<file path="src/common/fetch_pkg.sv">
package fetch_pkg;

  // ~~~~~~~~~~~~~~~~~~~~~~~~~~~~~~~~~~~~~~~~~~~~~~~~~~
  // Fetch side widths.
  // ~~~~~~~~~~~~~~~~~~~~~~~~~~~~~~~~~~~~~~~~~~~~~~~~~~
  typedef logic [31:0] addr_t;  // Byte address of an instruction.
  typedef logic [31:0] inst_t;  // One raw instruction word.

  // First address fetched after reset.
  localparam addr_t RESET_PC = 32'h0000_0000;

  // ~~~~~~~~~~~~~~~~~~~~~~~~~~~~~~~~~~~~~~~~~~~~~~~~~~
  // Instruction memory geometry and timing.
  // ~~~~~~~~~~~~~~~~~~~~~~~~~~~~~~~~~~~~~~~~~~~~~~~~~~
  localparam int MEM_WORDS   = 256;  // Depth in words.
  localparam int MEM_ADDR_W  = 8;    // Word index width.
  localparam int MEM_LATENCY = 2;    // Cycles from accepted address to read data.

  // Latency down-counter width.
  localparam int LAT_CNT_W = $clog2(MEM_LATENCY + 1);

  // ~~~~~~~~~~~~~~~~~~~~~~~~~~~~~~~~~~~~~~~~~~~~~~~~~~
  // Fetch controller states.
  // ~~~~~~~~~~~~~~~~~~~~~~~~~~~~~~~~~~~~~~~~~~~~~~~~~~
  // Three-bit state codes.
  typedef enum logic [2:0] {
    idle         = 3'b000,  // Waiting for the start pulse.
    wait_ready   = 3'b001,  // Instruction offered to decode.
    wait_arready = 3'b010,  // Address request outstanding.
    wait_rvalid  = 3'b011,  // Waiting for the read beat.
    wait_branch  = 3'b100   // Control transfer handed off and waiting for resolve.
  } fetch_state_e;

endpackage
</file>
<file path="src/fetch/pc_unit.sv">
`timescale 1ns/10ps

module pc_unit (
  input  logic             clock,
  input  logic             reset,
  input  logic             pc_we_i,            // Step to next word.
  input  logic             redirect_valid_i,   // Load resolved target.
  input  fetch_pkg::addr_t redirect_target_i,
  output fetch_pkg::addr_t pc_o                // Current fetch address.
);
  import fetch_pkg::*;

  addr_t pc_q;
  addr_t seq_pc;  // Sequential successor.

  // ~~~~~~~~~~~~~~~~~~~~~~~~~~~~~~~~~~~~~~~~~~~~~~~~~~
  // Next address.
  // ~~~~~~~~~~~~~~~~~~~~~~~~~~~~~~~~~~~~~~~~~~~~~~~~~~
  assign seq_pc = pc_q + 32'd4;  // RV32I words are four bytes.

  // Redirect and step are mutually exclusive.
  // Step comes from a plain hand-off, redirect only from the branch wait.
  always_ff @(posedge clock) begin
    if (reset) begin
      pc_q <= RESET_PC;  // Fetch restarts here on the next start.
    end else if (redirect_valid_i) begin
      pc_q <= redirect_target_i;
    end else if (pc_we_i) begin
      pc_q <= seq_pc;
    end
  end

  // PC holds through every other cycle, so the read address is stable
  // for the whole request.
  assign pc_o = pc_q;

endmodule

</file>
<file path="config.mk">
export PLATFORM = sky130hd
export DESIGN_NAME = pc_unit
export DESIGN_NICKNAME = d
export VERILOG_FILES = /design/src/common/fetch_pkg.sv /design/src/fetch/pc_unit.sv
export SDC_FILE = /design/constraint.sdc
export NUM_CORES = 1
export LEC_CHECK = 0
export BUFFER_PORTS_ARGS = -buffer_cell sky130_fd_sc_hd__buf_2
export CAP_MARGIN = 5
export CORE_AREA = 2 2 65 67
export CTS_BUF_LIST = sky130_fd_sc_hd__clkbuf_4 sky130_fd_sc_hd__clkbuf_8
export CTS_CLUSTER_SIZE = 16
export DETAILED_ROUTE_END_ITERATION = 8
export DIE_AREA = 0 0 67 69
export PLACE_DENSITY_LB_ADDON = 0.1
export RECOVER_POWER = 25
export SETUP_SLACK_MARGIN = 0.5
export SLEW_MARGIN = 10
export SYNTH_ARGS = -nofsm -noshare
export SYNTH_HDL_FRONTEND = slang
export SYNTH_SLANG_ARGS = --single-unit
</file>
<file path="constraint.sdc">
create_clock -name clock -period 2.2 [get_ports clock]
set_input_delay 0.22 -clock clock [delete_from_list [all_inputs] [get_ports clock]]
set_output_delay 0.22 -clock clock [all_outputs]
set_load 0.03 [all_outputs]
</file>
==> reports/metrics.cfg <==
[global_routing]
grt_max_degree = 29
grtUsageTotal_pct = 24.6
antenna_found_initial = 0
grt_pass1_vias = 1912
grt_pass1_wl_mm = 9.10
overflow = 0

[flow_run]
drv_cap = 0

[final_layout]
largest_reg_flops = 32
nNetsFinal = 354
antenna_cells = 0
synthToLayoutAreaGrowth_pct = 39.9
fillers = 346
post-route-util_pct = 67.7
drive_gt1_share_pct = 40.6

[place]
gp_congestion = 0.796
io_buffers = 67
post-dp-hpwl_mm = 3.69

[clocking]
htree_levels = 2
cts-root-buf = clkbuf_8
cts.sinks = 32
path_clk_slew_ps = 70
cts.path.max_buffers = 2
cts_tree = yes
cts-buffers-inserted = 5
clkLatencyLatePin_ps = 280

[worst_setup_path]
worstPathMaxFanout = 6
rrSetupSlack_ps = 450
critPathArrivalTime_ps = 1930
critical-path-max-stage-delay_ps = 420
timing.critical_path.mode_cell = or3_4
crit_family = simple AND/OR/NAND/NOR gates
critPathRequiredTime_ps = 2380
start_kind = register
cp_slowest_cell = or3_4
crit_type = reg -> reg
crit_buf_inv = 0
crit_path_end_kind = register
crit_chain = nand4_1 > or3_4 > or3_4 > a2111oi_4

[synthesis]
syn-cell-area_sq_um = 1890
ys_types = 44
avgSynthCellArea_sq_um = 8.09
syn_inst = 234
synthFlopType = dfxtp_1
ys_top_cells_by_area = dfxtp_1, nand4_1, nor2_1, nand2_1, nor4_1
yosysWarnings = 0
synth-edff-count = 0
ys_ff_latch = 32
ys_seq_area_share_pct = 33.8
synth_top_area_cell = dfxtp_1
async_reset_ff_share_pct = 0
synth_top_area_share_pct = 33.8
synth_nets = 271

[timing]
rsz0062_at_grt = true
setup_viol = 0
fin_crit_ps = 1750
drv_slew = 0
fin_tns_setup_ps = 0
period_share_pct = 79.7
finalHoldViolCount = 0
slew_headroom_pct = 54.4
fmax_mhz = 571
worst_pin_slew_ps = 683
finalClockSkew_ps = 4.51

[pwr]
vdd_drop_max_mv = 0.416
total_leakage_power_nw = 1.02
p_int_mw = 1.01
switching_share_pct = 30.8
seq_power_share_pct = 45.8
p_sw_mw = 0.451
clkPwrFrac_pct = 33.5
combinationalPowerShare_pct = 20.7
p_per_area_nw_per_um2 = 553
power_mw = 1.46

[routing]
finalWirelength_mm = 5.50
post_drt_wl_per_cell_microns = 14.9
drtIter0Drc = 137
vias = 2144
dr.pass1.iters = 5
detail-route-antenna-nets = 0
route.detailed.drc = 0
vias_per_cell = 5.83

[floorplan]
boundaryPins = 68
core_sq_um = 3910
start_util_pct = 48.4
die_area_sq_um = 4620
rows = 23
die_w_microns = 67
dieHeight_microns = 69

[worst_hold_path]
hold_path_class = in -> reg

[outcome]
status = finished, final reports clean

[Yosys cell counts, types with 2 or more instances]
library cell	number
dfxtp_1	32
nor2_1	27
nand2_1	20
nand4_1	17
nor4_1	10
clkbuf_1	9
a211oi_1	8
nand3_1	8
a21oi_1	7
or3_1	7
xor2_1	7
inv_1	6
a311oi_1	5
and4_1	5
buf_2	4
nand2b_1	4
nor3b_1	4
o21ai_0	4
a2111oi_0	3
and2_1	3
and3_1	3
mux2i_1	3
o2111a_1	3
o311a_1	3
o31a_1	3
o31ai_1	3
or2_2	3
or4_1	3
a211o_1	2
buf_1	2
nor3_1	2
xnor2_1	2
[through the flow]
stage / instance area (sq um) / setup slack [ps] / instances / hold slack (ps)
6_report: 2650 / 448 / 368 / 179
3_5_place_dp: 2310 / 310 / 343 / 467
2_1_floorplan: 1930 / 309 / 234 / 357
3_3_place_gp: 2310 / 372 / 343 / 453
4_1_cts: 2580 / 489 / 367 / 165
5_1_grt: 2650 / 396 / 368 / 193
[layout by cell type (no fill, tap or decap), types with 4 or more instances in the layout]
cell type	Yosys	routed
buf_2	4	54
nor2_1	27	27
buf_4	0	23
nand2_1	20	20
nand4_1	17	17
clkbuf_1	9	14
dfxtp_4	0	13
dfxtp_2	0	10
dfxtp_1	32	9
nand3_1	8	8
a211oi_1	8	8
nor4_1	10	7
a21oi_1	7	7
xor2_1	7	7
inv_1	6	6
clkbuf_8	0	6
or3_1	7	5
o21ai_0	4	4
a311oi_1	5	4
[power groups by stage]
stage                     Clock, mW  Combinational (mW)  Sequential, mW
after floorplan                   0               0.109           0.761
after global placement            0               0.277           0.692
after detailed placement          0               0.277           0.693
after CTS                     0.508               0.303           0.671
after global routing          0.529               0.330           0.679
final                         0.490               0.303           0.671
[layer usage]
| layer | up-vias | track usage (%) | routed length (microns) |
|---|---|---|---|
| met2 | 74 | 37.0 | 2490 |
| met4 | 0 | 7.48 | 105 |
| met3 | 13 | 5.38 | 372 |
| li1 | 1070 | - | - |
| met1 | 987 | 34.8 | 2530 |
| met5 | - | 0 | 0 |
[repair_timing]
item / 4_1_cts / 5_1_grt
buffers inserted: 16 / 1
pin swaps: 8 / 10
cloned: 0 / 0
setup endpoints to repair: 9 / 11
resized for setup: 18 / 20
hold buffers: 0 / 0
[final timing paths]
path / start / cells past startpoint / endpoint
max: pc_o[9]$_SDFFE_PP0N_ / 4 / pc_o[22]$_SDFFE_PP0N_
min: redirect_target_i[0] / 3 / pc_o[0]$_SDFFE_PP0P_
max reg2reg: pc_o[9]$_SDFFE_PP0N_ / 4 / pc_o[22]$_SDFFE_PP0N_
min reg2reg: pc_o[0]$_SDFFE_PP0P_ / 2 / pc_o[0]$_SDFFE_PP0P_
[cell families after synthesis]
| kind of cell | Yosys count | share of synthesized area [%] |
|---|---|---|
| multiplexers | 3 | 1.59 |
| XOR/XNOR | 9 | 4.16 |
| AO/OA/AOI/OAI | 47 | 19.6 |
| buffers and inverters | 21 | 4.43 |
| flip-flops | 32 | 33.8 |
| adder cells (fa/ha/maj) | 1 | 0.661 |
| AND/OR/NAND/NOR | 121 | 35.7 |
[tightest hold or removal path, cell delays in order]
cell and delay (ps):
buf_2 70, mux2i_1 50, nor2_1 70
[layout make-up]
cell class	instances	area [sq um]	area share, %
multi-input cells	181	1270	47.9
flip-flops and latches	32	702	26.5
repair buffers	91	495	18.7
clock buffers	8	97.6	3.68
well taps	50	62.6	2.36
inverters	6	22.5	0.850
Power figures use the tool's default switching activity.
