**config.mk**
```make
export PLATFORM = sky130hd
export DESIGN_NAME = branch_predecode
export DESIGN_NICKNAME = d
export VERILOG_FILES = /design/src/common/isa_pkg.sv /design/src/common/fetch_pkg.sv /design/src/design/branch_predecode.sv
export SDC_FILE = /design/constraint.sdc
export NUM_CORES = 1
export LEC_CHECK = 0
export ABC_AREA = 1
export BUFFER_PORTS_ARGS = -buffer_cell sky130_fd_sc_hd__buf_4
export CAP_MARGIN = 15
export CORE_MARGIN = 1
export CORE_UTILIZATION = 47
export CTS_BUF_LIST = sky130_fd_sc_hd__clkbuf_8
export CTS_CLUSTER_DIAMETER = 30
export DETAILED_ROUTE_END_ITERATION = 6
export HOLD_SLACK_MARGIN = 0.08
export PLACE_DENSITY = 0.79
export SLEW_MARGIN = 20
export SYNTH_ARGS = -nofsm -noshare
export SYNTH_HDL_FRONTEND = slang
export SYNTH_SLANG_ARGS = --single-unit
```
**constraint.sdc**
```tcl
create_clock -name clock -period 4.1 [get_ports clock]
set_clock_uncertainty 0.05 [all_clocks]
set_input_delay 0 -clock clock [delete_from_list [all_inputs] [get_ports clock]]
set_output_delay 0 -clock clock [all_outputs]
set_load 0.05 [all_outputs]
```
**src/common/isa_pkg.sv**
```systemverilog
package isa_pkg;

  // ~~~~~~~~~~~~~~~~~~~~~~~~~~~~~~~~~~~~~~~~~~~~~~~~~~
  // RV32I field types.
  // ~~~~~~~~~~~~~~~~~~~~~~~~~~~~~~~~~~~~~~~~~~~~~~~~~~
  // Major opcode lives in bits [6:0] of every instruction.
  typedef logic [6:0] opcode_t;

  // Immediates are always sign extended to a full word.
  typedef logic [31:0] imm_t;

  // ~~~~~~~~~~~~~~~~~~~~~~~~~~~~~~~~~~~~~~~~~~~~~~~~~~
  // Control-transfer opcodes.
  // ~~~~~~~~~~~~~~~~~~~~~~~~~~~~~~~~~~~~~~~~~~~~~~~~~~
  // Conditional branches, B format.
  // Covers beq, bne, blt, bge, bltu and bgeu, funct3 picks which.
  // Target is pc plus the B immediate, decided by execute.
  localparam opcode_t OP_BRANCH = 7'b1100011;

  // Jump and link, J format.
  // Always taken, target is pc plus the J immediate.
  localparam opcode_t OP_JAL = 7'b1101111;

  // Jump and link register, I format.
  // Target depends on rs1, so only execute knows it.
  localparam opcode_t OP_JALR = 7'b1100111;

  // Immediate layouts, for reference.
  // B : imm[12|10:5] in [31:25], imm[4:1|11] in [11:7].
  // J : imm[20|10:1|11|19:12] in [31:12].
  // Bit 0 of both is implied zero.

endpackage

```
**src/common/fetch_pkg.sv**
```systemverilog
package fetch_pkg;

  // ~~~~~~~~~~~~~~~~~~~~~~~~~~~~~~~~~~~~~~~~~~~~~~~~~~
  // Fetch side widths.
  // ~~~~~~~~~~~~~~~~~~~~~~~~~~~~~~~~~~~~~~~~~~~~~~~~~~
  typedef logic [31:0] addr_t;  // Byte address of an instruction.
  typedef logic [31:0] inst_t;  // One raw instruction word.

  // First address fetched after reset.
  localparam addr_t RESET_PC = 32'h0000_0000;

  // ~~~~~~~~~~~~~~~~~~~~~~~~~~~~~~~~~~~~~~~~~~~~~~~~~~
  // Instruction memory geometry and timing.
  // ~~~~~~~~~~~~~~~~~~~~~~~~~~~~~~~~~~~~~~~~~~~~~~~~~~
  localparam int MEM_WORDS   = 256;  // Depth in words.
  localparam int MEM_ADDR_W  = 8;    // Word index width.
  localparam int MEM_LATENCY = 2;    // Cycles from accepted address to read data.

  // Latency down-counter width.
  localparam int LAT_CNT_W = $clog2(MEM_LATENCY + 1);

  // ~~~~~~~~~~~~~~~~~~~~~~~~~~~~~~~~~~~~~~~~~~~~~~~~~~
  // Fetch controller states.
  // ~~~~~~~~~~~~~~~~~~~~~~~~~~~~~~~~~~~~~~~~~~~~~~~~~~
  // Three-bit state codes.
  typedef enum logic [2:0] {
    idle         = 3'b000,  // Waiting for the start pulse.
    wait_ready   = 3'b001,  // Instruction offered to decode.
    wait_arready = 3'b010,  // Address request outstanding.
    wait_rvalid  = 3'b011,  // Waiting for the read beat.
    wait_branch  = 3'b100   // Control transfer handed off and waiting for resolve.
  } fetch_state_e;

endpackage
```
**src/design/branch_predecode.sv**
```systemverilog
`timescale 1ns/10ps

module branch_predecode (
  input  logic             clock,
  input  logic             reset,

  // Read beat from memory.
  input  logic             inst_we_i,
  input  fetch_pkg::inst_t rdata_i,
  input  fetch_pkg::addr_t pc_i,              // Address the word came from.

  // Resolution from the back end.
  input  logic             resolve_valid_i,
  input  logic             resolve_taken_i,
  input  fetch_pkg::addr_t resolve_target_i,  // JALR target.

  output fetch_pkg::inst_t inst_o,
  output fetch_pkg::addr_t inst_pc_o,
  output logic             branch_inst_o,     // Latched word is a control transfer.
  output logic             branch_valid_o,    // Resolve seen, release fetch.
  output logic             redirect_valid_o,
  output fetch_pkg::addr_t redirect_target_o
);
  import fetch_pkg::*;
  import isa_pkg::*;

  opcode_t opcode;
  imm_t    imm_b;
  imm_t    imm_j;
  imm_t    imm_sel;
  logic    dec_cond;
  logic    dec_jal;
  logic    dec_jalr;
  inst_t   inst_q;
  addr_t   pc_q;
  addr_t   target_q;   // pc plus immediate, held until resolve.
  addr_t   seq_pc;
  logic    cond_q;
  logic    jal_q;
  logic    jalr_q;
  logic    pending_q;  // Transfer waiting for its resolve.

  // ~~~~~~~~~~~~~~~~~~~~~~~~~~~~~~~~~~~~~~~~~~~~~~~~~~
  // Classify and build immediates from the incoming word.
  // ~~~~~~~~~~~~~~~~~~~~~~~~~~~~~~~~~~~~~~~~~~~~~~~~~~
  assign opcode   = rdata_i[6:0];
  assign dec_cond = (opcode == OP_BRANCH);
  assign dec_jal  = (opcode == OP_JAL);
  assign dec_jalr = (opcode == OP_JALR);

  // B format, bit 0 implied zero.
  assign imm_b = {{19{rdata_i[31]}}, rdata_i[31], rdata_i[7],
                  rdata_i[30:25], rdata_i[11:8], 1'b0};
  // J format.
  assign imm_j = {{11{rdata_i[31]}}, rdata_i[31], rdata_i[19:12],
                  rdata_i[20], rdata_i[30:21], 1'b0};
  assign imm_sel = dec_jal ? imm_j : imm_b;  // Unused for JALR.

  // Instruction register and target, payload only.
  always_ff @(posedge clock) begin
    if (inst_we_i) begin
      inst_q   <= rdata_i;
      pc_q     <= pc_i;
      target_q <= pc_i + addr_t'(imm_sel);
    end
  end

  // Class flags and the pending hold.
  always_ff @(posedge clock) begin
    if (reset) begin
      cond_q    <= 1'b0;
      jal_q     <= 1'b0;
      jalr_q    <= 1'b0;
      pending_q <= 1'b0;
    end else if (inst_we_i) begin
      cond_q    <= dec_cond;
      jal_q     <= dec_jal;
      jalr_q    <= dec_jalr;
      pending_q <= dec_cond || dec_jal || dec_jalr;
    end else if (resolve_valid_i) begin
      pending_q <= 1'b0;  // One resolve per transfer.
    end
  end

  // ~~~~~~~~~~~~~~~~~~~~~~~~~~~~~~~~~~~~~~~~~~~~~~~~~~
  // Resolution and redirect.
  // ~~~~~~~~~~~~~~~~~~~~~~~~~~~~~~~~~~~~~~~~~~~~~~~~~~
  assign seq_pc           = pc_q + 32'd4;
  assign branch_valid_o   = resolve_valid_i && pending_q;
  assign redirect_valid_o = branch_valid_o;  // PC loads on the same edge as the FSM moves.

  always_comb begin
    if (jalr_q) begin
      redirect_target_o = resolve_target_i;  // Register based, from execute.
    end else if (jal_q || (cond_q && resolve_taken_i)) begin
      redirect_target_o = target_q;          // JAL ignores the taken bit.
    end else begin
      redirect_target_o = seq_pc;            // Not taken, fall through.
    end
  end

  assign inst_o        = inst_q;
  assign inst_pc_o     = pc_q;
  assign branch_inst_o = cond_q || jal_q || jalr_q;

endmodule

```
==> results of run 1 <==
[final timing paths]
| kind | to | slack, ns | cells past startpoint |
|---|---|---|---|
| min reg2reg | pending_q | 0.54 | 4 |
| max reg2reg | jalr_q | 2.28 | 3 |
| min | inst_pc_o[31] | 0.20 | 1 |
| max | target_q[29] | 0.83 | 15 |
[through the flow]
stage	cells	hold WS (ns)	total power, mW	worst slack (ns)	utilization [%]
6_report	1422	0.200	3.12	0.827	65.7
5_1_grt	1422	0.230	3.26	0.679	65.7
3_5_place_dp	1339	0.137	2.43	1.18	59.8
2_1_floorplan	969	0.0285	2.03	1.57	-
4_1_cts	1422	0.223	3.10	1.02	65.7
3_3_place_gp	1339	0.129	2.42	1.33	59.8
[placed cells by master, fill, tap and decap left out, drive strengths merged, types with 3 or more instances in the layout]
cell type    netlist  layout
nand2            364     364
buf                8     202
inv              140     145
nor2             130     130
edfxtp            95      95
dlygate4sd3        0      67
nand3             57      57
a21oi             36      36
ha                34      34
o21ai             27      27
xor2              20      20
clkbuf             8       9
nand3b             8       8
nand4              8       8
xnor2              5       5
mux2               4       4
nor3               4       4
o21bai             4       4
dfxtp              4       4
o211ai             3       3
a31oi              3       3
clkinv             1       3
[cells by family after synthesis]
family / Yosys count
adders and majority gates: 35
xor gates and xnor gates: 25
DFF: 99
AOI/OAI and AO/OA: 75
buffers and inverters: 157
muxes: 4
and+or+nand+nor: 574
[cell type report]
type,instances,area (µm²),share of cell area [%]
clock inverters,7,65.1,0.681
inverters,141,529,5.54
repair buffers,269,2190,22.9
well taps,184,230,2.41
flip-flops and latches,99,2930,30.7
multi-input cells,713,3480,36.5
clock buffers,9,124,1.30
[timing repair]
item,CTS,global route
resized for setup,0,0
hold buffers,67,0
hold endpoints to repair,71,0
[state kept, by name, summed over array words and instances, names as in the netlist]
| signal | flops |
|---|---|
| cond_q | 1 |
| inst_pc_o | 32 |
| jalr_q | 1 |
| inst_o | 32 |
| target_q | 31 |
| pending_q | 1 |
| jal_q | 1 |
[routing by layer]
layer	up-vias	global-route usage (%)
li1	3605	-
met1	3291	34.9
met2	331	49.5
met3	56	4.58
met4	0	12.4
met5	-	0
[worst max-delay path: cells and delay by family]
| family | cells | cell delay (ns) |
|---|---|---|
| and+or+nand+nor | 9 | 1.34 |
| AOI/OAI and AO/OA | 1 | 0.61 |
| buffers and inverters | 4 | 0.95 |
| adders and majority gates | 1 | 0.46 |
[power groups by stage]
stage                     logic (mW)  clock network (mW)  registers, mW
after floorplan                0.562                   0           1.47
after global placement          1.10                   0           1.32
after detailed placement        1.11                   0           1.32
after CTS                       1.16               0.641           1.30
after global routing            1.26               0.680           1.31
final                           1.18               0.642           1.30
==> run_results.csv, run 1 <==
group,metric,value,unit
status,status,"finished, final reports clean",
critical_path,criticalPathCategory,"primary input to flop",
clock_network,cts_buffer_depth,2,
critical_path,end_kind,"flop",
sta,finalHoldViolations,0,
drt,vias_per_cell,5.12,
cells_and_area,final_nets,1369,
placement,io_buffers,199,
die,dieHeight,124,µm
yosys,yosysTopAreaCellShare,40.7,%
yosys,avgSynthCellArea,7.24,µm²
yosys,yosys.area_share.adder,6.35,%
placement,hpwl,16200,µm
yosys,synthCells,969,
drt,detail-route-antenna-nets,0,
power_and_ir_drop,clkPwrFrac,20.6,%
critical_path,timing.critical_path.cells,"dlygate4sd3_1 -> buf_4 -> nor2_1 -> nand4_2 -> o21ai_0 -> inv_1 -> fa_1 -> inv_1 -> nand3_1 -> nand3_1 -> nand3_1 -> nand3_1 -> nand2_1 -> nand3_1 -> nand2_1",
critical_path,worstPathRequired,4.20,ns
hold_path,hp-class,"primary input to flop",
power_and_ir_drop,p_switching,1.25,mW
critical_path,slowest_stage,"o21ai_0",
power_and_ir_drop,p_int,1.87,mW
critical_path,startpoint_type,"primary input",
drt,met1_length,8760,µm
power_and_ir_drop,p_comb_share,37.7,%
sta,finalMaxSlewViolations,0,
cells_and_area,drive_gt1_share,19.5,%
die,start_util,48.3,%
yosys,synth_compound_area_share,5.78,%
sta,period_minus_slack,3.27,ns
clock_network,cts_tree,"yes",
yosys,ys_warn_count,0,
sta,max_freq,306,MHz
sta,worst_slew_pin_slew,0.936,ns
drt,vias,7283,
critical_path,worstPathMaxFanout,17,
clock_network,cts_buffers,9,
yosys,yosys.cell_types.count,37,
power_and_ir_drop,swShare,40.2,%
critical_path,cp.arrival,3.37,ns
global_routing,grt_first_pass_wirelength,32800,µm
yosys,yosysMostFrequentCell,"nand2_1",
die,dieWidth,124,µm
power_and_ir_drop,seqPwrFrac,41.7,%
sta,rsz0062_at_grt,"no",
critical_path,cp-startpoint,"rdata_i[4]",
clock_network,htree_levels,3,
yosys,synthSimpleGateAreaFrac,33.7,%
drt,drc_errors,0,
yosys,synthTopCellsByArea,"edfxtp_1 (41%), nand2_1 (19%), inv_1 (7.4%)",
global_routing,grt_pass1_vias,6705,
yosys,synth_xor_area_share,3.12,%
drt,wl,21900,µm
clock_network,cts.clk_slew.worst_paths,0.11,ns
yosys,ys_ff_latch,99,
drt,wl_met2,10800,µm
drt,dr_wl_met3,1670,µm
yosys,syn-cell-area,7010,µm²
yosys,synth_top_family_by_area,"simple AND/OR/NAND/NOR gates",
sta,tns,0,ns
sta,slew_headroom,37.6,%
cells_and_area,design_area,9550,µm²
sta,min_period_over_period,79.8,%
die,die_area,15400,µm²
power_and_ir_drop,peakVddDrop,189,µV
drt,firstDrtPassIters,6,
die,rows,44,
drt,drt_iter0_drc,635,
yosys,synthFlopType,"edfxtp_1",
placement,place_area,8690,µm²
yosys,synth_top_cell_by_area,"edfxtp_1",
critical_path,cpMostUsedCell,"nand3_1",
cells_and_area,nFillCells,1285,
global_routing,antenna_found_initial,0,
job,maxCapViolations,0,
die,core_region_area,14500,µm²
sta,setup_viol_count_final,0,
clock_network,cts_root_buf,"clkbuf_8",
drt,highest_layer,"met4",
yosys,ys_top_cells_by_count,"nand2_1 (358), inv_1 (139), nor2_1 (121), edfxtp_1 (95), nand3_1 (56)",
yosys,synth_edf_count,95,
hold_path,min_from,"inst_we_i",
yosys,muxShareOfSynthArea,0.642,%
clock_network,clock-sinks,99,
power_and_ir_drop,p_leak,4.85,nW
cells_and_area,diodes,0,
critical_path,critPathMaxStageDelay,0.61,ns
die,ios,200,
critical_path,r2r_start,"jalr_q",
clock_network,clk_latency,0.40,ns
drt,drt-wirelength-per-cell,15.4,µm
yosys,ys_async_sr_fraction,0,%
cells_and_area,area_growth,36.2,%
global_routing,gr-total-overflow,0,
clock_network,post-cts-setup-buffers,0,
yosys,synth_nets,1105,
global_routing,gr-usage-all-layers,28.5,%
yosys,yosysSeqAreaShare,41.8,%
placement,gp_congestion,0.925,
global_routing,grt_start_max_net_pins,74,
power_and_ir_drop,cellPowerDensity,327,nW/µm²
Note: power is estimated with default switching activity, not from simulation.
==> run 2, diff against run 1 <==
PLACE_DENSITY = 0.82   (was 0.79)
clock period = 3 ns   (was 4.1 ns; I/O delays follow)
==> run_results.csv, run 2 (same netlist as run 1, synthesis figures left out) <==
group,metric,value,unit
status,status,"finished, final reports clean",
critical_path,cp.arrival,2.92,ns
die,start_util,48.3,%
power_and_ir_drop,seqPwrFrac,41.2,%
sta,max_freq,356,MHz
critical_path,criticalPathCategory,"primary input to flop",
drt,vias,7412,
drt,wl,23300,µm
cells_and_area,design_area,9660,µm²
drt,drt-wirelength-per-cell,16.3,µm
critical_path,r2r_start,"jalr_q",
die,dieWidth,124,µm
global_routing,gr-total-overflow,0,
power_and_ir_drop,p_leak,4.89,nW
cells_and_area,area_growth,37.7,%
global_routing,grt_start_max_net_pins,61,
global_routing,antenna_found_initial,0,
critical_path,end_kind,"flop",
cells_and_area,final_cell_mix,"nand2_1 (358), buf_4 (204), inv_1 (139)",
clock_network,cts_tree,"yes",
hold_path,min_from,"rdata_i[6]",
clock_network,cts.clk_slew.worst_paths,0.12,ns
sta,slew_headroom,60.9,%
power_and_ir_drop,clkPwrFrac,21.0,%
critical_path,startpoint_type,"primary input",
placement,gp_congestion,0.960,
global_routing,gr-usage-all-layers,30.6,%
global_routing,grt_pass1_vias,6888,
power_and_ir_drop,swShare,40.9,%
global_routing,grt_first_pass_wirelength,35100,µm
power_and_ir_drop,p_comb_share,37.8,%
cells_and_area,drive_gt1_share,20.1,%
die,die_area,15400,µm²
critical_path,worstPathMaxFanout,4,
die,core_region_area,14500,µm²
critical_path,worstPathRequired,3.10,ns
die,dieHeight,124,µm
drt,drt_iter0_drc,775,
sta,finalMaxSlewViolations,0,
clock_network,cts_buffers,9,
power_and_ir_drop,p_switching,1.77,mW
critical_path,cp-startpoint,"rdata_i[6]",
drt,drc_errors,0,
placement,hpwl,17100,µm
clock_network,htree_levels,3,
placement,place_area,8730,µm²
clock_network,cts_root_buf,"clkbuf_8",
clock_network,cts_buffer_depth,2,
cells_and_area,final_common_cell,"nand2_1",
drt,vias_per_cell,5.19,
power_and_ir_drop,p_int,2.56,mW
drt,detail-route-antenna-nets,0,
cells_and_area,final_nets,1374,
clock_network,clk_latency,0.40,ns
drt,firstDrtPassIters,6,
placement,io_buffers,199,
die,rows,44,
power_and_ir_drop,total_power,4.34,mW
sta,worst_slew_pin_slew,0.586,ns
sta,finalHoldViolations,0,
power_and_ir_drop,cellPowerDensity,449,nW/µm²
job,maxCapViolations,0,
power_and_ir_drop,peakVddDrop,267,µV
hold_path,hp-class,"primary input to flop",
sta,setup_viol_count_final,0,
sta,period_minus_slack,2.81,ns
clock_network,clock-sinks,99,
sta,min_period_over_period,93.8,%
cells_and_area,diodes,0,
die,ios,200,
[run 2: cell count changes in the layout (fill, tap and decap cells not counted), sizes merged]
cell / previous run / this run
inv: 145 / 144
dlygate4sd3: 67 / 68
buf: 202 / 206
clkinvlp: 0 / 1
[run 2: repair_timing]
| item | CTS | global route |
|---|---|---|
| buffers inserted | 0 | 2 |
| hold buffers | 68 | 0 |
| endpoints found under the hold margin | 100 | 0 |
| resized for setup | 0 | 7 |
| endpoints found under the setup margin | 0 | 17 |
[run 2: metrics by stage]
stage	setup TNS, ns	utilization (%)	std cells	worst slack [ns]	hold WS, ns
detailed placement	0	60.1	1341	0.290	0.134
floorplan	0	-	969	0.470	0.0285
global placement	0	60.1	1341	0.345	0.129
finish	0	66.5	1427	0.187	0.269
global route	-0.0405	66.5	1427	-0.0405	0.261
CTS	0	66.2	1425	0.150	0.260
[run 2: critical path, cell delays in order]
cell,delay (ns)
dlygate4sd3_1,0.52
buf_4,0.11
nand2_1,0.08
nor2_4,0.13
nand4_4,0.17
mux2_2,0.31
ha_2,0.24
inv_1,0.08
fa_1,0.42
inv_1,0.13
nand3_1,0.08
nand3_1,0.14
nand2_1,0.11
nand2_1,0.11
nand2_1,0.09
nand4_1,0.10
nand2_1,0.07
[run 2: layout make-up]
class	count	area, µm²
well taps	184	230
repair buffers	274	2250
clock inverters	7	77.6
inverters	141	529
clock buffers	9	124
fillers	1237	4880
flip-flops and latches	99	2930
multi-input cells	713	3510
[run 2: power groups by stage]
stage               sequential, mW  clock (mW)  combinational (mW)
global placement              1.80           0                1.52
CTS                           1.78       0.902                1.61
detailed placement            1.81           0                1.53
floorplan                     2.01           0               0.768
global route                  1.79       0.962                1.76
finish                        1.79       0.912                1.64
[run 2: routing by layer]
metal / part of all wire, % / wire, µm / GRT usage, %
met3: 7.6 / 1760 / 5.40
met2: 48 / 11200 / 51.4
met1: 41 / 9440 / 39.2
met5: 0 / 0 / 0
met4: 3.9 / 897 / 11.3
[run 2: worst paths after layout]
path,end,cells past startpoint,slack [ns]
max reg2reg,jalr_q,3,0.68
max,target_q[25],17,0.19
min reg2reg,cond_q,2,0.54
min,inst_o[6],2,0.27
