## src/common/fetch_pkg.sv

```systemverilog
package fetch_pkg;

  // ~~~~~~~~~~~~~~~~~~~~~~~~~~~~~~~~~~~~~~~~~~~~~~~~~~
  // Fetch side widths.
  // ~~~~~~~~~~~~~~~~~~~~~~~~~~~~~~~~~~~~~~~~~~~~~~~~~~
  typedef logic [31:0] addr_t;  // Byte address of an instruction.
  typedef logic [31:0] inst_t;  // One raw instruction word.

  // First address fetched after reset.
  localparam addr_t RESET_PC = 32'h0000_0000;

  // ~~~~~~~~~~~~~~~~~~~~~~~~~~~~~~~~~~~~~~~~~~~~~~~~~~
  // Instruction memory geometry and timing.
  // ~~~~~~~~~~~~~~~~~~~~~~~~~~~~~~~~~~~~~~~~~~~~~~~~~~
  localparam int MEM_WORDS   = 256;  // Depth in words.
  localparam int MEM_ADDR_W  = 8;    // Word index width.
  localparam int MEM_LATENCY = 2;    // Cycles from accepted address to read data.

  // Latency down-counter width.
  localparam int LAT_CNT_W = $clog2(MEM_LATENCY + 1);

  // ~~~~~~~~~~~~~~~~~~~~~~~~~~~~~~~~~~~~~~~~~~~~~~~~~~
  // Fetch controller states.
  // ~~~~~~~~~~~~~~~~~~~~~~~~~~~~~~~~~~~~~~~~~~~~~~~~~~
  // Three-bit state codes.
  typedef enum logic [2:0] {
    idle         = 3'b000,  // Waiting for the start pulse.
    wait_ready   = 3'b001,  // Instruction offered to decode.
    wait_arready = 3'b010,  // Address request outstanding.
    wait_rvalid  = 3'b011,  // Waiting for the read beat.
    wait_branch  = 3'b100   // Control transfer handed off and waiting for resolve.
  } fetch_state_e;

endpackage
```

## src/fetch/fetch_controller.sv

```systemverilog
`timescale 1ns/10ps

module fetch_controller (
  input  logic                    clock,
  input  logic                    reset,
  input  logic                    firing_i,        // Start pulse.

  // Instruction memory request and response.
  input  logic                    arready_i,
  output logic                    arvalid_o,
  input  logic                    rvalid_i,
  output logic                    rready_o,

  // Decode side hand-off.
  output logic                    valid_post_o,
  input  logic                    ready_post_i,
  input  logic                    branch_inst_i,   // Latched word is a control transfer.
  input  logic                    branch_valid_i,  // Control transfer resolved.

  output logic                    inst_we_o,       // Latch strobe for predecode.
  output logic                    pc_we_o,         // Sequential PC step.
  output fetch_pkg::fetch_state_e state_o
);
  import fetch_pkg::*;

  fetch_state_e state_q;
  fetch_state_e state_d;

  // ~~~~~~~~~~~~~~~~~~~~~~~~~~~~~~~~~~~~~~~~~~~~~~~~~~
  // Outputs decoded from the current state.
  // ~~~~~~~~~~~~~~~~~~~~~~~~~~~~~~~~~~~~~~~~~~~~~~~~~~
  assign arvalid_o    = (state_q == wait_arready);  // Held until arready.
  assign rready_o     = (state_q == wait_rvalid);
  assign valid_post_o = (state_q == wait_ready);    // Held until accepted.
  assign inst_we_o    = rvalid_i && rready_o;       // Read beat.
  assign state_o      = state_q;

  // Only a plain instruction steps the PC, a transfer waits for resolve.
  assign pc_we_o = valid_post_o && ready_post_i && !branch_inst_i;

  // ~~~~~~~~~~~~~~~~~~~~~~~~~~~~~~~~~~~~~~~~~~~~~~~~~~
  // State register.
  // ~~~~~~~~~~~~~~~~~~~~~~~~~~~~~~~~~~~~~~~~~~~~~~~~~~
  always_ff @(posedge clock) begin
    if (reset) begin
      state_q <= idle;
    end else begin
      state_q <= state_d;
    end
  end

  // Next state, one edge per transition.
  always_comb begin
    state_d = state_q;  // Hold by default.
    case (state_q)
      idle: begin
        if (firing_i) state_d = wait_arready;
      end
      wait_arready: begin
        if (arready_i) state_d = wait_rvalid;  // Address taken.
      end
      wait_rvalid: begin
        if (rvalid_i) state_d = wait_ready;    // Word latched.
      end
      wait_ready: begin
        if (ready_post_i) begin
          if (branch_inst_i) begin
            state_d = wait_branch;   // Stall fetch until resolve.
          end else begin
            state_d = wait_arready;  // Next sequential word.
          end
        end
      end
      wait_branch: begin
        if (branch_valid_i) state_d = wait_arready;  // PC redirected this edge.
      end
      default: state_d = idle;
    endcase
  end

endmodule

```

## config.mk

```make
export PLATFORM = sky130hd
export DESIGN_NAME = fetch_controller
export DESIGN_NICKNAME = d
export VERILOG_FILES = /design/src/common/fetch_pkg.sv /design/src/fetch/fetch_controller.sv
export SDC_FILE = /design/constraint.sdc
export NUM_CORES = 1
export LEC_CHECK = 0
export BUFFER_PORTS_ARGS = -buffer_cell sky130_fd_sc_hd__buf_2
export CAP_MARGIN = 10
export CORE_AREA = 2 2 39 41
export DETAILED_ROUTE_END_ITERATION = 6
export DIE_AREA = 0 0 41 43
export PLACE_DENSITY_LB_ADDON = 0.05
export SYNTH_ARGS = -nofsm -noshare
export SYNTH_HDL_FRONTEND = slang
export SYNTH_SLANG_ARGS = --single-unit
```

## constraint.sdc

```tcl
create_clock -name clock -period 1.2 [get_ports clock]
set_input_delay 0.18 -clock clock [delete_from_list [all_inputs] [get_ports clock]]
set_output_delay 0.18 -clock clock [all_outputs]
set_load 0.01 [all_outputs]
```

==> metrics.yaml, run 1 <==
finish:
  final_cell_mix: "buf_2, buf_4, buf_6"
  final_nets: 58
  diodes: 0
  fill_cells: 159
  final_cells: 65
  layout-drive-gt1-share_pct: 71.4
  largest_reg_flops: 3
  area_delta_synth_final_pct: 111
  final_common_cell: "buf_2"
yosys:
  synth_adder_area_share_pct: 0
  synth_compound_area_share_pct: 25.9
  seq_area_frac_synth_pct: 30.4
  synth_xor_area_share_pct: 0
  synth-seq-cells: 3
  syn_nets: 31
  yosysWarnings: 0
  synth_area_per_cell_sq_um: 8.60
  synth_largest_area_cell: "dfxtp_1"
  synth-simple-area-share_pct: 39.2
  synth.area.mux_share_pct: 0
  syn-cell-area_sq_um: 198
  synth_top_area_share_pct: 30.4
  synth_top_cells_by_area: "dfxtp_1, nor2b_1, and4b_2, and3b_2, nor3_1"
  netlist_instances: 23
  ys_types: 18
  synth_top_family_by_area: "simple AND/OR/NAND/NOR gates"
critical_path:
  critical_path_buf_inv_count: 1
  start_kind: "register"
  reg2regPathDepth: 4
  cp_max_fo: 3
  crit_cells: 4
  crit_family: "simple AND/OR/NAND/NOR gates"
  critPathMaxStageDelay_ns: 0.31
  cp.required_ns: 1.02
  path_cells: "nor2b_4, and2b_2, and2_4, buf_6"
  cp_slowest_cell: "dfxtp_2"
  criticalPathCategory: "register to output port"
  worstPathArrival_ns: 1.11
  end_kind: "output port"
floorplanning:
  ioPinCount: 16
  die_area_sq_um: 1760
  core_sq_um: 1380
  rows: 14
  die_w_microns: 41
  start_util_pct: 14.3
  fp.dieH_microns: 43
clock_tree:
  cts-root-buf: "clkbuf_4"
  cts_sinks: 3
  cts_hold_buffers: 0
  h-tree-depth: 1
  cts_buffer_depth: 2
  cts_tree: "built"
  clk_latency_ns: 0.23
  cts_buffers: 3
  clk_pin_slew_ns: 0.04
timing:
  slew_headroom_pct: 86.2
  max_freq_mhz: 778
  setup_ws_ns: -0.0857
  slew_viol_final: 0
  final-setup-viol-count: 3
  fin_crit_ns: 1.29
  grt_setup_unrepaired: "true"
  final_hold_viol_count: 0
  tightest_slew_ns: 0.208
  clock_skew_ns: 0.000939
  post-route-period-util_pct: 107
routing:
  num_vias: 270
  drtAntennaViolNets: 0
  wl_per_cell_microns: 10.0
  wirelength_microns: 650
  firstDrtPassIters: 4
  drt_iter0_drc: 4
  vias_per_cell: 4.15
  route.detailed.drc: 0
worst_hold_path:
  holdPathStages: 2
  hold_class: "input port to register"
run_status:
  status: "finished, violations left"
  violations: "negative setup slack"
placed_design:
  io_buffers: 15
  placed_cells: 57
  finalWeightedCongestion: 0.638
global_routing:
  grt_max_degree: 8
  grt_use_total_pct: 9.33
  grt_pass1_vias: 235
  antenna_found_initial: 0
  overflow: 0
  grt_pass1_wl_mm: 1.04
pwr:
  peakVddDrop_mv: 0.395
  finalPower_w: 0.000387
  p_leak_nw: 0.225
  cellPowerDensity_nw_per_um2: 927
run:
  cap_violations: 0
[cell families (layout without fill, tap and decap cells)]
kind of cell / after synthesis / count (layout)
simple gates: 11 / 11
compound gates: 7 / 7
flops: 3 / 3
buf+inv: 2 / 28
[synthesized netlist by cell type (all sizes together)]
master  instances
and3b           1
and2            1
buf             1
nor2b           2
inv             1
a211oi          1
a32oi           1
or2b            1
and2b           1
and4b           1
dfxtp           3
a211o           1
nor2            1
a221oi          1
a21o            1
o21ai           2
nor3b           1
nor3            2
[power by group]
group / internal, W / switching (W)
Clock: 0.000125 / 0.0000507
Combinational: 0.0000581 / 0.0000414
Sequential: 0.000106 / 0.00000647
[path summary, 6_finish.rpt]
check	startpoint	to	slack (ns)
hold reg to reg	state_o[2]	state_o[0]	0.56
setup reg to reg	state_o[2]	state_o[1]	0.09
hold / removal	reset	state_o[0]	0.14
setup / recovery	state_o[0]	pc_we_o	-0.09
[what timing repair did]
action / 4_1_cts / 5_1_grt
setup endpoints to repair: 5 / 5
pin swaps: 0 / 1
gates resized for setup: 9 / 3
buffers inserted: 2 / 2
[through the flow]
stage / utilization, % / area, sq um / setup WS, ns / hold slack (ns) / setup TNS (ns)
floorplan: - / 198 / 0.00557 / 0.253 / 0
global placement: 23.0 / 318 / 0.0100 / 0.392 / 0
finish: 30.2 / 418 / -0.0857 / 0.143 / -0.145
detailed placement: 23.0 / 318 / 0.00498 / 0.386 / 0
global route: 30.2 / 418 / -0.124 / 0.133 / -0.332
CTS: 28.4 / 393 / -0.117 / 0.131 / -0.203
[routing by layer]
| layer | global-route usage, % | vias up | part of all wire [%] |
|---|---|---|---|
| li1 | - | 138 | - |
| met1 | 12.2 | 112 | 47 |
| met2 | 10.6 | 18 | 40 |
| met3 | 3.14 | 2 | 9.8 |
| met4 | 10.0 | 0 | 2.9 |
| met5 | 0 | - | 0 |
[cell type report]
cell class	instances	area [sq um]	area share [%]
sequential	3	66.3	15.9
timing repair buffer	23	158	37.7
multi-input combinational	18	144	34.4
clock buffer	4	26.3	6.29
inverter	1	3.75	0.898
tap	16	20.0	4.79
[worst reg2reg max path, stage by stage, from the launching register on]
cell and delay (ns):
dfxtp_4 0.36, buf_4 0.11, nor3_1 0.04, a211o_1 0.26, a221oi_1 0.24
(Power assumes the default switching activity.)
==> inputs of run 2 (changes only) <==
--- a/config.mk
+++ b/config.mk
@@ -5,6 +5,7 @@
 export SDC_FILE = /design/constraint.sdc
 export NUM_CORES = 1
 export LEC_CHECK = 0
+export ABC_AREA = 1
 export BUFFER_PORTS_ARGS = -buffer_cell sky130_fd_sc_hd__buf_2
 export CAP_MARGIN = 10
 export CORE_AREA = 2 2 39 41
==> run 2 against run 1 <==
The run now ends clean. Sequential power grew to 2.9 times the previous value. Routed wire length grew 19%. Power grew to 3.4 times the previous value. Critical path type unchanged. Largest cell class is now multi-input combinational cells. Largest power group is now combinational logic. Highest routed layer is now met3.
==> metrics.yaml, run 2 <==
global_routing:
  grt_pass1_wl_mm: 1.19  # +14%
  grt_pass1_vias: 329  # +40%
  grt_max_degree: 8  # unchanged
  antenna_found_initial: 0  # unchanged
  overflow: 0  # unchanged
  grt_use_total_pct: 10.1  # +0.79 points
timing:
  grt_setup_unrepaired: "true"
  setup_ws_ns: 0.0313  # +0.117 ns
  tightest_slew_ns: 0.209  # +0.00186 ns
  slew_headroom_pct: 86.0  # -0.18 points
  tns_ns: 0  # +0.145 ns
  clock_skew_ns: 0.00142  # +0.000478 ns
  post-route-period-util_pct: 97.4  # -9.7 points
  fin_crit_ns: 1.17  # -0.117 ns
  slew_viol_final: 0  # unchanged
  final_hold_viol_count: 0  # unchanged
  final-setup-viol-count: 0  # -3
  max_freq_mhz: 856  # +10%
clock_tree:
  clk_pin_slew_ns: 0.04  # about the same
  h-tree-depth: 1  # unchanged
  cts-root-buf: "clkbuf_4"
  cts_buffers: 3  # unchanged
  cts_tree: "built"
  cts_sinks: 3  # unchanged
  cts_buffer_depth: 2  # unchanged
  clk_latency_ns: 0.23  # about the same
critical_path:
  criticalPathCategory: "register to output port"
  worstPathArrival_ns: 0.99  # -0.12 ns
  end_kind: "output port"
  cp_max_fo: 5  # +2
  reg2regPathDepth: 7  # +3
  cp.required_ns: 1.02  # about the same
  start_kind: "register"
floorplanning:
  fp.dieH_microns: 43  # unchanged
  die_area_sq_um: 1760  # unchanged
  start_util_pct: 18.4  # +4.1 points
  ioPinCount: 16  # unchanged
  core_sq_um: 1380  # unchanged
  die_w_microns: 41  # unchanged
  rows: 14  # unchanged
finish:
  final_cell_area_sq_um: 477  # +14%
  largest_reg_flops: 3  # unchanged
  final_cells: 83  # +28%
  area_delta_synth_final_pct: 87.7
  layout-drive-gt1-share_pct: 59.7  # -12 points
  final_common_cell: "buf_2"
  final_cell_mix: "buf_2, inv_1, nor2_1"
  diodes: 0  # unchanged
  final_nets: 76  # +31%
yosys:
  synth_compound_area_share_pct: 3.94  # -22 points
  synth_largest_area_cell: "dfxtp_1"
  netlist_instances: 44  # +91%
  synth_area_per_cell_sq_um: 5.77  # -33%
  synth-seq-cells: 3  # unchanged
  synth_most_common_cell: "inv_1"
  synth_top_area_share_pct: 23.6  # -6.7 points
  async_flop_share_pct: 0  # unchanged
  synth-simple-area-share_pct: 56.2  # +17 points
  seq_area_frac_synth_pct: 23.6  # -6.7 points
  synth_adder_area_share_pct: 0  # unchanged
  synth_top_family_by_area: "simple AND/OR/NAND/NOR gates"
  synth.area.mux_share_pct: 0  # unchanged
  syn-cell-area_sq_um: 254  # +28%
  synth_edf_count: 0  # unchanged
  synth_top_cells_by_area: "dfxtp_1, inv_1, nor2_1, nand3_1, nand2_1"
  ys_types: 13  # -5
  synth_xor_area_share_pct: 0  # unchanged
  syn_nets: 52  # +68%
  ys.flop_type: "dfxtp_1"
  ys_top_cells_by_count: "inv_1, nor2_1, nand2_1"
  yosysWarnings: 0  # unchanged
pwr:
  peakVddDrop_mv: 1.06  # +170%
  cellPowerDensity_nw_per_um2: 2750  # +200%
  p_leak_nw: 0.259  # +15%
  finalPower_w: 0.00131  # +240%
worst_hold_path:
  hold_class: "input port to register"
  holdPathStages: 4  # +2
routing:
  wl_per_cell_microns: 9.33  # -6.7%
  drtAntennaViolNets: 0  # unchanged
  firstDrtPassIters: 4  # unchanged
  num_vias: 338  # +25%
  vias_per_cell: 4.07  # -2.0%
  route.detailed.drc: 0  # unchanged
  wirelength_microns: 774  # +19%
  drt_iter0_drc: 4  # unchanged
run_status:
  status: "completed"
placed_design:
  hpwl_microns: 574
  io_buffers: 15  # unchanged
  placed_cells: 75  # +32%
  preCtsSetupSlack_ns: 0.0570  # +0.0520 ns
  finalWeightedCongestion: 0.702  # +9.9%
  placed_area_sq_um: 349  # +9.8%
run:
  cap_violations: 0  # unchanged
==> run 2: logic make-up (layout without fill, tap and decap cells) <==
logic type,Yosys count,count (layout)
buf+inv,11,34
flops,3,3
simple gates,28,28
compound gates,2,2
==> run 2: repair_timing <==
action                                  4_1_cts  5_1_grt
resized for setup                             6       15
pin swaps                                     1        3
hold buffers                                  0        0
endpoints found under the setup margin        5        7
buffers inserted                              3        1
endpoints found under the hold margin         0        0
==> run 2: cell type report <==
cell class | count | area, sq um
multi-input combinational | 30 | 203
sequential | 3 | 71.3
tap | 16 | 20.0
clock buffer | 4 | 26.3
timing repair buffer | 19 | 105
fill | 164 | 907
inverter | 11 | 51.3
==> run 2: final timing paths <==
path,start,to,slack (ns)
max,state_o[2],pc_we_o,0.03
max reg2reg,state_o[2],state_o[1],0.07
min reg2reg,state_o[2],state_o[2],0.54
min,reset,state_o[2],0.21
==> run 2: metrics by stage <==
stage,hold slack (ns),util (%)
CTS,0.202,29.7
finish,0.208,34.4
detailed placement,0.459,25.2
global placement,0.463,25.2
floorplan,0.348,-
global route,0.226,34.4
==> run 2: worst max-delay path, stage by stage, from the launching register on <==
cell,delay [ns]
dfxtp_4,0.36
inv_8,0.08
nand3_4,0.08
nor3_2,0.09
buf_2,0.14
==> run 2: report_power, final <==
part | internal, W | leakage [nW] | switching, W
combinational | 0.000375 | 0.217 | 0.000433
clock | 0.000124 | 0.0150 | 0.0000502
sequential | 0.000184 | 0.0267 | 0.000146
total | 0.000684 | 0.259 | 0.000628
==> run 2: metal layers <==
layer  vias to the layer above  global-route usage (%)  routed length (microns)
met4                         0                    8.00                        0
met5                         -                       0                        0
met3                         0                    3.14                       40
li1                        180                       -                        -
met2                         9                    15.6                      405
met1                       149                    10.5                      329
==> inputs of run 3 (changes only) <==
--- a/config.mk
+++ b/config.mk
@@ -6,11 +6,12 @@
 export NUM_CORES = 1
 export LEC_CHECK = 0
 export ABC_AREA = 1
-export BUFFER_PORTS_ARGS = -buffer_cell sky130_fd_sc_hd__buf_2
 export CAP_MARGIN = 10
 export CORE_AREA = 2 2 39 41
 export DETAILED_ROUTE_END_ITERATION = 6
 export DIE_AREA = 0 0 41 43
+export DONT_BUFFER_PORTS = 1
+export MAX_ROUTING_LAYER = met4
 export PLACE_DENSITY_LB_ADDON = 0.05
 export SYNTH_ARGS = -nofsm -noshare
 export SYNTH_HDL_FRONTEND = slang
==> run 3 against run 2 <==
Sequential share of layout area grew 1.9 points. Setup slack gained 0.0082 ns. Power shrank 6.9%. Critical path depth shrank 1.
==> metrics.yaml, run 3 (same netlist as run 2, synthesis figures left out) <==
clock_tree:
  h-tree-depth: 1  # unchanged
  cts_hold_buffers: 0  # unchanged
  cts_sinks: 3  # unchanged
  clk_latency_ns: 0.23  # about the same
  cts-root-buf: "clkbuf_4"
  clk_pin_slew_ns: 0.04  # about the same
  cts_buffers: 3  # unchanged
  cts_tree: "built"
  cts_buffer_depth: 2  # unchanged
routing:
  wl_per_cell_microns: 9.68  # +3.8%
  route.detailed.drc: 0  # unchanged
  drtAntennaViolNets: 0  # unchanged
  num_vias: 301  # -11%
  firstDrtPassIters: 4  # unchanged
  vias_per_cell: 4.07  # -0.12%
  drt_iter0_drc: 3  # -1
  wirelength_microns: 716  # -7.5%
critical_path:
  cp_max_fo: 7  # +2
  critical_path_buf_inv_count: 1  # -1
  worstPathArrival_ns: 0.98  # about the same
  end_kind: "output port"
  start_kind: "register"
  critPathMaxStageDelay_ns: 0.39  # +0.03 ns
  cp.required_ns: 1.02  # about the same
  cp_slowest_cell: "dfxtp_4"
  criticalPathCategory: "register to output port"
  path_cells: "nand3_2, nor3_2, buf_4"
  crit_family: "flip-flops"
  rrSetupSlack_ns: 0.04  # -0.03 ns
floorplanning:
  die_w_microns: 41  # unchanged
  core_sq_um: 1380  # unchanged
  ioPinCount: 16  # unchanged
  rows: 14  # unchanged
  start_util_pct: 18.4  # unchanged
  fp.dieH_microns: 43  # unchanged
  die_area_sq_um: 1760  # unchanged
pwr:
  cellPowerDensity_nw_per_um2: 2980  # +8.4%
  peakVddDrop_mv: 1.09  # +2.9%
  p_leak_nw: 0.212  # -18%
finish:
  final_nets: 67  # -12%
  largest_reg_flops: 3  # unchanged
  diodes: 0  # unchanged
  final_common_cell: "buf_4"
  final_cells: 74  # -11%
  final_cell_area_sq_um: 409  # -14%
  fill_cells: 151  # -7.9%
  multi_input_area_sq_um: 175  # -14%
  final_cell_mix: "buf_4, inv_1, nand2_1, nor2_1"
  register_area_sq_um: 68.8  # -3.5%
  layout-drive-gt1-share_pct: 51.7  # -8.0 points
  area_delta_synth_final_pct: 61.1
global_routing:
  grt_pass1_vias: 287  # -13%
  grt_use_total_pct: 10.1  # -0.048 points
  grt_pass1_wl_mm: 1.10  # -7.5%
  grt_max_degree: 8  # unchanged
  overflow: 0  # unchanged
  antenna_found_initial: 0  # unchanged
placed_design:
  finalWeightedCongestion: 0.781  # +11%
  hpwl_microns: 561  # -2.3%
  io_buffers: 0  # -15
  placed_area_sq_um: 319  # -8.6%
  placed_cells: 66  # -12%
timing:
  tightest_slew_ns: 0.165  # -0.0449 ns
  final-setup-viol-count: 0  # unchanged
  final_hold_viol_count: 0  # unchanged
  whs_ns: 0.121  # -0.0867 ns
  clock_skew_ns: 0.0000627  # -0.00135 ns
  post-route-period-util_pct: 96.7  # -0.68 points
  slew_headroom_pct: 89.0  # +3.0 points
  grt_setup_unrepaired: "true"
  slew_viol_final: 0  # unchanged
  fin_crit_ns: 1.16  # -0.00822 ns
  max_freq_mhz: 862  # +0.71%
run_status:
  status: "completed"
worst_hold_path:
  hold_class: "input port to register"
run:
  cap_violations: 0  # unchanged
run 3: cell count changes in the layout (fill, tap and decap cells not counted), sizes merged:
cell / before / now
buf: 19 / 10
run 3: where the power goes:
part | internal, W | leakage (nW) | switching, W
Clock | 0.000125 | 0.0150 | 0.0000517
Combinational | 0.000365 | 0.171 | 0.000406
Sequential | 0.000177 | 0.0264 | 0.0000968
Total | 0.000666 | 0.212 | 0.000555
run 3: through the flow:
step	power, W	worst slack, ns	utilization [%]	setup TNS, ns
global placement	0.000860	0.0594	23.1	0
finish	0.00122	0.0395	29.6	0
detailed placement	0.000852	0.0556	23.1	0
CTS	0.00116	-0.0386	28.1	-0.0558
global route	0.00133	-0.0315	29.6	-0.0533
floorplan	0.000640	0.0762	-	0
run 3: worst min-delay path, cell delays in order:
cell     delay (ns)
inv_1          0.04
nand2_1        0.06
nor2_1         0.03
run 3: final timing paths:
kind / to / cells after the start / startpoint
min reg2reg: state_o[2] / 2 / state_o[2]
max: pc_we_o / 3 / state_o[0]
min: state_o[2] / 3 / reset
max reg2reg: state_o[2] / 8 / state_o[1]
run 3: layout make-up:
type	instances	area share, %
clock buffers	4	6.42
inverters	11	10.7
multi-input cells	30	42.8
flip-flops and latches	3	16.8
well taps	16	4.89
repair buffers	10	18.3
run 3: per-layer routing:
metal / GRT usage (%) / share of wire [%] / vias to the layer above
met5: - / 0 / -
met3: 3.14 / 6.0 / 0
met4: 10.0 / 0 / 0
met2: 13.1 / 51 / 7
li1: - / - / 162
met1: 11.2 / 43 / 132
run 3: timing repair:
item	CTS	global route
cloned	0	0
buffers inserted	3	1
resized for setup	9	4
pin swaps	2	2
setup endpoints to repair	4	4
